### src/hw/rom_pkg.sv
// rom fetch package: sdram word and address types shared by the caches and the arbiter
package rom_pkg;

    // sdram geometry
    // the sdram is seen as an array of 32-bit words, addressed by word
    localparam int SDRAM_AW = 22;          // word address width
    localparam int WORD_W   = 32;          // one sdram word

    // word address as it travels from a cache to the sdram port
    typedef logic [SDRAM_AW-1:0] sdram_addr_t;

    // one data word as returned by the sdram
    typedef logic [WORD_W-1:0] word_t;

    // arbiter FSM
    // idle       : looking at both slot requests
    // wait_ack   : sdram_req held high with a stable address
    // wait_data  : request accepted, waiting for sdram_rdy
    typedef enum logic [1:0] {
        ARB_IDLE      = 2'd0,
        ARB_WAIT_ACK  = 2'd1,
        ARB_WAIT_DATA = 2'd2
    } arb_state_t;

endpackage
### src/hw/rom_slot_if.sv
// rom slot interface: links one rom cache to its port on the sdram arbiter
`timescale 1ns/10ps

interface rom_slot_if;
    import rom_pkg::*;

    logic        req;          // level, cache wants its word fetched
    sdram_addr_t sdram_addr;   // word address, region offset already added
    word_t       din;          // returned word, shared by all slots
    logic        we;           // level, this slot owns the sdram port
    logic        din_ok;       // one-cycle strobe, din belongs to this slot

    // cache side
    modport cache (
        output req,
        output sdram_addr,
        input  din,
        input  we,
        input  din_ok
    );

    // arbiter side
    modport arbiter (
        input  req,
        input  sdram_addr,
        output din,
        output we,
        output din_ok
    );

endinterface

### src/hw/rom_fetch_top.sv
// rom fetch top: program and graphics rom caches sharing one sdram read port
`timescale 1ns/10ps

module rom_fetch_top #(
    parameter int ROM0_AW     = 18,         // cpu program rom, byte addressed
    parameter int ROM0_DW     = 8,
    parameter int ROM0_OFFSET = 0,
    parameter int ROM1_AW     = 20,         // graphics rom, halfword addressed
    parameter int ROM1_DW     = 16,
    parameter int ROM1_OFFSET = 22'h10000
) (
    input  logic                         clk,
    input  logic                         rst,
    // slot 0 client
    input  logic [ROM0_AW-1:0]           rom0_addr,
    input  logic                         rom0_addr_ok,
    output logic [ROM0_DW-1:0]           rom0_data,
    output logic                         rom0_data_ok,
    // slot 1 client
    input  logic [ROM1_AW-1:0]           rom1_addr,
    input  logic                         rom1_addr_ok,
    output logic [ROM1_DW-1:0]           rom1_data,
    output logic                         rom1_data_ok,
    // sdram read port
    output logic                         sdram_req,
    output logic [rom_pkg::SDRAM_AW-1:0] sdram_addr,
    input  logic                         sdram_ack,
    input  logic                         sdram_rdy,
    input  rom_pkg::word_t               sdram_dout
);

    rom_slot_if slot0_if ();    // program rom cache to arbiter
    rom_slot_if slot1_if ();    // graphics rom cache to arbiter

    rom_cache #(
        .AW     (ROM0_AW),
        .DW     (ROM0_DW),
        .OFFSET (ROM0_OFFSET)
    ) u_cache0 (
        .clk     (clk),
        .rst     (rst),
        .addr    (rom0_addr),
        .addr_ok (rom0_addr_ok),
        .data    (rom0_data),
        .data_ok (rom0_data_ok),
        .slot    (slot0_if.cache)
    );

    rom_cache #(
        .AW     (ROM1_AW),
        .DW     (ROM1_DW),
        .OFFSET (ROM1_OFFSET)
    ) u_cache1 (
        .clk     (clk),
        .rst     (rst),
        .addr    (rom1_addr),
        .addr_ok (rom1_addr_ok),
        .data    (rom1_data),
        .data_ok (rom1_data_ok),
        .slot    (slot1_if.cache)
    );

    rom_arbiter u_arbiter (
        .clk        (clk),
        .rst        (rst),
        .slot0      (slot0_if.arbiter),
        .slot1      (slot1_if.arbiter),
        .sdram_req  (sdram_req),
        .sdram_addr (sdram_addr),
        .sdram_ack  (sdram_ack),
        .sdram_rdy  (sdram_rdy),
        .sdram_dout (sdram_dout)
    );

endmodule

### src/hw/rom_arbiter.sv
// rom arbiter: shares one sdram read port between two cache slots, alternating on contention
`timescale 1ns/10ps

module rom_arbiter (
    input  logic                 clk,
    input  logic                 rst,
    rom_slot_if.arbiter          slot0,
    rom_slot_if.arbiter          slot1,
    output logic                 sdram_req,    // held until sdram_ack
    output rom_pkg::sdram_addr_t sdram_addr,   // stable while sdram_req is high
    input  logic                 sdram_ack,    // one-cycle, request taken
    input  logic                 sdram_rdy,    // one-cycle, sdram_dout valid
    input  rom_pkg::word_t       sdram_dout
);
    import rom_pkg::*;

    arb_state_t state;
    logic       owner;      // slot granted last, also the slot in flight
    logic       any_req;
    logic       pick;       // slot to grant in idle
    logic [1:0] we_r;       // port ownership, one bit per slot
    logic [1:0] ok_r;       // din_ok strobes
    word_t      din_r;

    assign any_req = slot0.req || slot1.req;

    // both asking: take the one not served last
    assign pick = (slot0.req && slot1.req) ? !owner : slot1.req;

    // main FSM
    always_ff @(posedge clk or posedge rst) begin
        if (rst) begin
            state     <= ARB_IDLE;
            sdram_req <= 1'b0;
            owner     <= 1'b1;          // so slot 0 wins the first tie
            we_r      <= 2'b00;
            ok_r      <= 2'b00;
        end else begin
            ok_r <= 2'b00;              // strobe
            we_r <= we_r & ~ok_r;       // ownership ends with the din_ok cycle
            case (state)
                ARB_IDLE: begin
                    // may grant during the previous owner's din_ok cycle
                    if (any_req) begin
                        owner      <= pick;
                        we_r[pick] <= 1'b1;
                        sdram_req  <= 1'b1;
                        state      <= ARB_WAIT_ACK;
                    end
                end
                ARB_WAIT_ACK: begin
                    if (sdram_ack) begin
                        sdram_req <= 1'b0;
                        state     <= ARB_WAIT_DATA;
                    end
                end
                ARB_WAIT_DATA: begin
                    if (sdram_rdy) begin
                        ok_r[owner] <= 1'b1;   // only the owner sees the strobe
                        state       <= ARB_IDLE;
                    end
                end
                default: begin
                    state <= ARB_IDLE;
                end
            endcase
        end
    end

    // address latched at grant, data latched at rdy
    always_ff @(posedge clk) begin
        if (state == ARB_IDLE && any_req) begin
            sdram_addr <= pick ? slot1.sdram_addr : slot0.sdram_addr;
        end
        if (state == ARB_WAIT_DATA && sdram_rdy) begin
            din_r <= sdram_dout;
        end
    end

    // returned word is broadcast, din_ok tells who it is for
    assign slot0.din    = din_r;
    assign slot1.din    = din_r;
    assign slot0.we     = we_r[0];
    assign slot1.we     = we_r[1];
    assign slot0.din_ok = ok_r[0];
    assign slot1.din_ok = ok_r[1];

endmodule

### src/hw/rom_cache.sv
// rom cache: two-entry word cache in front of one rom client, fetches misses over a slot
`timescale 1ns/10ps

module rom_cache #(
    parameter int AW     = 18,      // client address width
    parameter int DW     = 8,       // client data width, 8, 16 or 32
    parameter int OFFSET = 0        // sdram word offset of this rom region
) (
    input  logic          clk,
    input  logic          rst,
    input  logic [AW-1:0] addr,
    input  logic          addr_ok,  // addr is valid, held until data_ok
    output logic [DW-1:0] data,
    output logic          data_ok,  // one-cycle strobe, data valid now
    rom_slot_if.cache     slot
);
    import rom_pkg::*;

    // client address bits that select inside a 32-bit word
    localparam int SHIFT = (DW == 8) ? 2 : (DW == 16) ? 1 : 0;
    localparam int WAW   = AW - SHIFT;  // word address width

    logic [WAW-1:0] word_addr;  // client address aligned to a word
    logic [WAW-1:0] pend_addr;  // word address taken by the arbiter at grant
    logic [WAW-1:0] tag0;
    logic [WAW-1:0] tag1;
    word_t          line0;
    word_t          line1;
    word_t          data_mux;
    logic           init;       // nothing cached yet
    logic           victim;     // entry replaced by the next fill
    logic           hit0;
    logic           hit1;
    logic           hit;
    logic           fill;       // returned word is ours this cycle

    assign word_addr = addr[AW-1:SHIFT];

    // tags are meaningless until the first fill
    assign hit0 = !init && addr_ok && (word_addr == tag0);
    assign hit1 = !init && addr_ok && (word_addr == tag1);
    assign hit  = hit0 || hit1;
    assign fill = slot.we && slot.din_ok;

    // miss request, dropped while our fetch is in flight
    assign slot.req        = addr_ok && !hit && !slot.we;
    assign slot.sdram_addr = sdram_addr_t'(word_addr) + sdram_addr_t'(OFFSET);

    // follow the address until the arbiter grants us, then freeze it
    // so the fill lands under the tag that was actually fetched
    always_ff @(posedge clk) begin
        if (!slot.we) begin
            pend_addr <= word_addr;
        end
    end

    // control state
    always_ff @(posedge clk or posedge rst) begin
        if (rst) begin
            init    <= 1'b1;
            victim  <= 1'b0;
            data_ok <= 1'b0;
        end else begin
            // strobe for one cycle, then rearm for the next access
            data_ok <= !data_ok && addr_ok &&
                       (hit || (fill && (word_addr == pend_addr)));
            if (fill) begin
                init <= 1'b0;
                if (!init) begin
                    victim <= ~victim;  // alternate between the two entries
                end
            end
        end
    end

    // cached words and their tags
    always_ff @(posedge clk) begin
        if (fill) begin
            if (init || !victim) begin
                tag0  <= pend_addr;
                line0 <= slot.din;
            end
            if (init || victim) begin  // first fill loads both entries
                tag1  <= pend_addr;
                line1 <= slot.din;
            end
        end
    end

    // fresh word goes straight through during the fill cycle
    assign data_mux = fill ? slot.din : (hit0 ? line0 : line1);

    // sub-word select, little endian inside the word
    generate
        if (DW == 8) begin : g_byte
            always_comb begin
                case (addr[1:0])
                    2'd0:    data = data_mux[7:0];
                    2'd1:    data = data_mux[15:8];
                    2'd2:    data = data_mux[23:16];
                    default: data = data_mux[31:24];
                endcase
            end
        end else if (DW == 16) begin : g_half
            always_comb begin
                if (addr[0]) begin
                    data = data_mux[31:16];   // upper halfword
                end else begin
                    data = data_mux[15:0];
                end
            end
        end else begin : g_word
            assign data = data_mux;           // whole word, no select
        end
    endgenerate

endmodule

### config.mk
export PLATFORM = sky130hd
export DESIGN_NAME = rom_fetch_top
export DESIGN_NICKNAME = d
export VERILOG_FILES = /design/src/hw/rom_pkg.sv /design/src/hw/rom_slot_if.sv /design/src/hw/rom_fetch_top.sv /design/src/hw/rom_arbiter.sv /design/src/hw/rom_cache.sv
export SDC_FILE = /design/constraint.sdc
export NUM_CORES = 1
export LEC_CHECK = 0
export ABC_AREA = 1
export BUFFER_PORTS_ARGS = -buffer_cell sky130_fd_sc_hd__buf_2
export CAP_MARGIN = 20
export CORE_MARGIN = 2
export CORE_UTILIZATION = 61
export CTS_BUF_LIST = sky130_fd_sc_hd__clkbuf_4 sky130_fd_sc_hd__clkbuf_8
export CTS_CLUSTER_DIAMETER = 150
export CTS_CLUSTER_SIZE = 24
export DETAILED_ROUTE_END_ITERATION = 8
export PLACE_DENSITY = 0.82
export SYNTH_ARGS = -nofsm -noshare
export SYNTH_HDL_FRONTEND = slang
export SYNTH_SLANG_ARGS = --single-unit
### constraint.sdc
create_clock -name clk -period 4.15 [get_ports clk]
set_input_delay 0.83 -clock clk [delete_from_list [all_inputs] [get_ports clk]]
set_output_delay 0.83 -clock clk [all_outputs]
set_load 0.02 [all_outputs]
* Word-level counts from Yosys, hierarchy flattened *
Index checks and enable logic that the tools add are counted.

operators by class
  equal/unequal tests = 13
  reductions and logical operators = 55
  order comparisons = 4
  muxes and demuxes = 23
  add/subtract/negate cells = 1
  bitwise gates (word level) = 7

operator list
  kind                                                                     number
  32-bit two-way mux                                                       4
  19-bit == test                                                           3
  16-bit == test                                                           3
  16-bit two-way mux                                                       2
  8-bit case mux with 3 select lines                                       1
  1-bit logical AND                                                        23
  19-bit by 17-bit adder with 20-bit output, second input constant         1
  2-bit two-way mux                                                        7
  2-bit AND reduction                                                      7
  1-bit logical NOT                                                        11
  1-bit logical OR                                                         9
  2-bit case mux with 3 select lines                                       1
  3-bit AND reduction                                                      2
  1-bit two-way mux                                                        5
  2-bit by 1-bit == test with 1-bit output, second input constant          2
  2-bit == test, second input constant                                     2
  2-bit logical NOT                                                        2
  1-bit by 2-bit < comparator with 1-bit output, second input constant     2
  2-bit inequality test, second input constant                             2
  1-bit inverter                                                           4
  2-bit AND                                                                1
  1-bit demux with 1-bit select                                            2
  1-bit greater-or-equal comparator, second input constant                 2
  2-bit by 1-bit inequality test with 1-bit output, second input constant  1
  4 further kinds                                                          4

word-level totals
  bits in registers = 299
  output and inout port bits = 49
  input bits = 76
  logic and storage cells = 127

* Logic depth before layout (Yosys ltp) *
  depth after elaboration = 16
  depth in mapped cells = 13
  mapped depth without buffers = 12

* Modules after synthesis *
A second synthesis with hierarchy kept.

second synthesis, totals
  cells, all modules = 1380
  area, all modules = 14107.3 sq um

modules (own cells, without submodules)
  module                area each (sq um)  cells an instance  seq. area each (sq um)  instances
  rom_cache (u_cache1)  5858.1             589                3709.8                  1
  rom_cache (u_cache0)  5724.2             592                3439.5                  1
  rom_arbiter           2524.9             199                1823.0                  1

* Worst setup path before layout *
No wires, ideal clock.

  kind = register -> register
  start point = register u_cache1.init
  end point = register u_cache1.victim
  stages on the path, launching flop included = 5
  path buffers = 0
  arrival = 3543 ps
  data required time = 4071 ps
  setup time = 79 ps
  period minus slack after synthesis = 3623 ps
  setup slack = 527 ps
  cell sequence = dfstp_2 > inv_1 > a21oi_1 > o21ai_0 > nand2_1

between the ends
  longest elaborated chain between the ends = 2

ends and longest elaborated chain
  item                                  line             text
  start: declaration                    rom_cache.sv:30  logic init;
  start signal: assignment              rom_cache.sv:60  init <= 1'b1;
  start signal: assignment              rom_cache.sv:68  init <= 1'b0;
  1-bit inverter (no source line)       -
  2-bit AND reduction (no source line)  -
  end signal: assignment                rom_cache.sv:70  victim <= ~victim;
  end: declaration                      rom_cache.sv:31  logic victim;

Every way passes these cells.
A chain may end at the register's enable or synchronous reset.

* Final worst setup path *
  start point = input rom0_addr_ok
  end point = output rom0_data[0]

between the ends
  longest elaborated chain between the ends = 5

ends and longest elaborated chain
  item                                line                 text
  start: declaration                  rom_fetch_top.sv:16  input logic rom0_addr_ok,
  1-bit logical AND (2 in series)     rom_cache.sv:40      assign hit0 = !init && addr_ok && (word_addr == tag0);
  32-bit two-way mux (2 in series)    rom_cache.sv:91      assign data_mux = fill ? slot.din : (hit0 ? line0 : line1);
  8-bit case mux with 3 select lines  rom_cache.sv:97      case (addr[1:0])
  end: declaration                    rom_fetch_top.sv:17  output logic [ROM0_DW-1:0] rom0_data,

Every way passes these cells.

==> impl_metrics.yaml <==
logic_synthesis:
  synth_ff_type: "edfxtp_1"
  ys_warn_count: 0
  synthTopCellsByCount: "nand2_1 (295), edfxtp_1 (285), inv_1 (160)"
  syn_area_um2: 13200
  synth.avg_cell_area_um2: 10.9
  ys_ff_latch: 299
  ys_top_cells_by_area: "edfxtp_1 (65%), nand2_1 (8.4%), inv_1 (4.6%)"
  synth.most_common_cell: "nand2_1"
  ys_types: 42
  synth_top_area_share_pct: 64.9
  synth_edf_count: 285
  ys_seq_area_share_pct: 67.5
  syn-instance-count: 1214
  async_flop_share_pct: 4.68
  synth_area_leader_cell: "edfxtp_1"
power_and_ir_drop:
  seq_power_share_pct: 63.6
  p_clk_share_pct: 23.3
  cellPowerDensity_nw_per_um2: 408
  intPower_mw: 4.30
  p_switching_mw: 1.60
  swShare_pct: 27.1
  ir_worst_vdd_mv: 0.351
  p_leak_nw: 6.00
  power_frac_comb_pct: 13.1
floorplanning:
  die_x_um: 151
  dieArea_um2: 22800
  start_util_pct: 62.4
  io_pins: 125
  rows: 53
  core_um2: 21200
  fp.dieH_um: 151
hold_path:
  hp-class: "in -> async"
routing:
  via_count: 9455
  drt_iter0_drc: 1253
  drc: 0
  routedWlPerCell_um: 19.2
  wl_um: 31000
  viasPerCell: 5.85
  antenna_left: 0
  drt_pass1_iterations: 7
cells_and_area:
  areaGrowthSynthToFinish_pct: 9.56
  diodes: 0
  final_layout_size_suffix_gt1_share_pct: 16.2
  fin_nets: 1409
  num-fill-cells: 1499
critical_path:
  crit_fanout: 24
  path_class: "in -> out"
  startpoint_type: "input pin"
  critPathBufInv: 3
  crit_required_ns: 3.32
  critical_path.cell_chain: "buf_2 -> inv_1 -> nor2_1 -> nand2_1 -> nor2_1 -> nand2_1 -> nor2_4 -> nand3_2 -> o21ai_1 -> nand2_1 -> nand2_1 -> nand4_1 -> buf_2"
  cp_top_family: "simple AND/OR/NAND/NOR gates"
  critPathMostFrequentCell: "nand2_1"
  max_stage_delay_ns: 0.46
  endpoint_kind: "output port"
  slowest_stage: "nand3_2"
  critPathArrivalTime_ns: 2.96
outcome:
  status: "finished, final reports clean"
timing:
  whs_ns: 0.304
  slew_violations: 0
  setup_viol: 0
  tightest_slew_ns: 1.04
  hold_viol_final: 0
  period_needed_ns: 3.79
  max_slew_margin_pct: 30.3
  setup_tns_ns: 0
  fmax_ghz: 0.264
  fin_crit_sh_pct: 91.3
  rsz0062_at_grt: "false"
  setup_slack_ns: 0.362
  fin_worst_skew_ns: 0.0319
grt:
  antenna_found_initial: 0
  grt_max_degree: 68
  grt_pass1_vias: 8822
  grt_usage_pct: 27.4
  overflow: 0
  grt_pass1_wl_um: 47500
clock_network:
  clk_pin_slew_ns: 0.14
  htreeDepth: 1
  cts_hold_buf: 0
  cts-resized-gates: 0
  cts_setup_buffers: 0
  clockBufferDepth: 3
  tritoncts: "yes"
  clkLatencyLatePin_ns: 0.55
  clockRootBuffer: "clkbuf_8"
  clock_sinks: 299
  cts_buffers: 16
placed_design:
  port_buffers: 122
  routabilityCongestion: 0.961
  dpl_worst_slack_ns: 0.442
  hpwl_um: 21600
flow_run:
  cap_viol_max_count: 0
==> cell usage in the layout (no fill, tap or decap), types with 2 or more instances in the layout <==
| cell type | n |
|---|---|
| nand2_1 | 295 |
| edfxtp_1 | 285 |
| inv_1 | 159 |
| buf_2 | 122 |
| a21oi_1 | 98 |
| nor2_1 | 66 |
| o21ai_0 | 42 |
| o21ai_1 | 38 |
| nand4_1 | 35 |
| nand3_1 | 33 |
| xnor2_1 | 17 |
| clkbuf_8 | 17 |
| xor2_1 | 15 |
| inv_2 | 14 |
| o21ai_2 | 13 |
| buf_4 | 11 |
| dfrtp_1 | 11 |
| clkbuf_4 | 10 |
| nor3_1 | 8 |
| nor2_4 | 6 |
| or2_2 | 5 |
| o22ai_1 | 5 |
| a221oi_1 | 5 |
| nor2_2 | 4 |
| a211oi_1 | 3 |
| dfstp_2 | 3 |
| nand2_2 | 2 |
| nand3_2 | 2 |
| a21oi_4 | 2 |
| conb_1 | 2 |
==> per-stage QoR <==
stage	instances	utilization, %	instance area [um^2]	power, mW
final	1617	68.3	14500	5.90
after global routing	1617	68.3	14500	6.10
after CTS	1616	68.2	14400	5.89
after detailed placement	1588	66.7	14100	4.58
after global placement	1588	66.7	14100	4.54
after floorplan	1215	-	13200	4.23
==> path summary, 6_finish.rpt <==
check,startpoint,endpoint,slack (ns),depth (start not counted)
hold / removal,rst,u_arbiter.sdram_req,0.30,2
max in group asynchronous,rst,u_cache0.victim,3.46,2
hold reg to reg,u_arbiter.ok_r[1],u_arbiter.we_r[1],0.47,1
setup / recovery,rom0_addr_ok,rom0_data[0],0.36,13
setup reg to reg,u_cache0.tag0[7],u_arbiter.sdram_addr[2],1.67,9
min in group clk,sdram_dout[21],u_arbiter.slot0.din[21],0.44,1
==> power groups by stage <==
stage	clock network [mW]	logic, mW	registers (mW)
after floorplan	0	0.421	3.81
after global placement	0	0.738	3.81
after detailed placement	0	0.758	3.82
after CTS	1.38	0.760	3.75
after global routing	1.48	0.842	3.78
final	1.37	0.772	3.76
==> cell families after synthesis <==
| group | count (synthesis) | synth area share (%) |
|---|---|---|
| adders and majority gates | 1 | 0.0948 |
| other | 1 | 0.0284 |
| DFF | 299 | 67.5 |
| and+or+nand+nor | 462 | 15.1 |
| xor gates and xnor gates | 32 | 2.12 |
| buffers and inverters | 209 | 6.46 |
| AOI/OAI and AO/OA | 210 | 8.67 |
==> layer usage <==
metal / global-route usage (%) / wire length (um) / vias up
met4: 9.02 / 947 / 0
met3: 3.67 / 3020 / 86
met5: 0 / 0 / -
met1: 40.5 / 12500 / 4428
li1: - / - / 4338
met2: 42.8 / 14600 / 603
==> state kept, by name (all words and copies together) (netlist names), 20 cells and up <==
| signal | cells |
|---|---|
| u_arbiter.sdram_addr | 20 |
| u_arbiter.slot0.din | 32 |
| u_cache0.line0 | 32 |
| u_cache0.line1 | 32 |
| u_cache1.line0 | 32 |
| u_cache1.line1 | 32 |
==> area by class of cell <==
| class | instances | area, um^2 | share of cell area, % |
|---|---|---|---|
| multi-input cells | 707 | 3490 | 24.1 |
| repair buffers | 135 | 741 | 5.12 |
| well taps | 275 | 344 | 2.38 |
| clock buffers | 27 | 309 | 2.14 |
| clock inverters | 1 | 16.3 | 0.113 |
| flip-flops and latches | 299 | 8910 | 61.6 |
| inverters | 173 | 649 | 4.49 |
(Power assumes the default switching activity.)
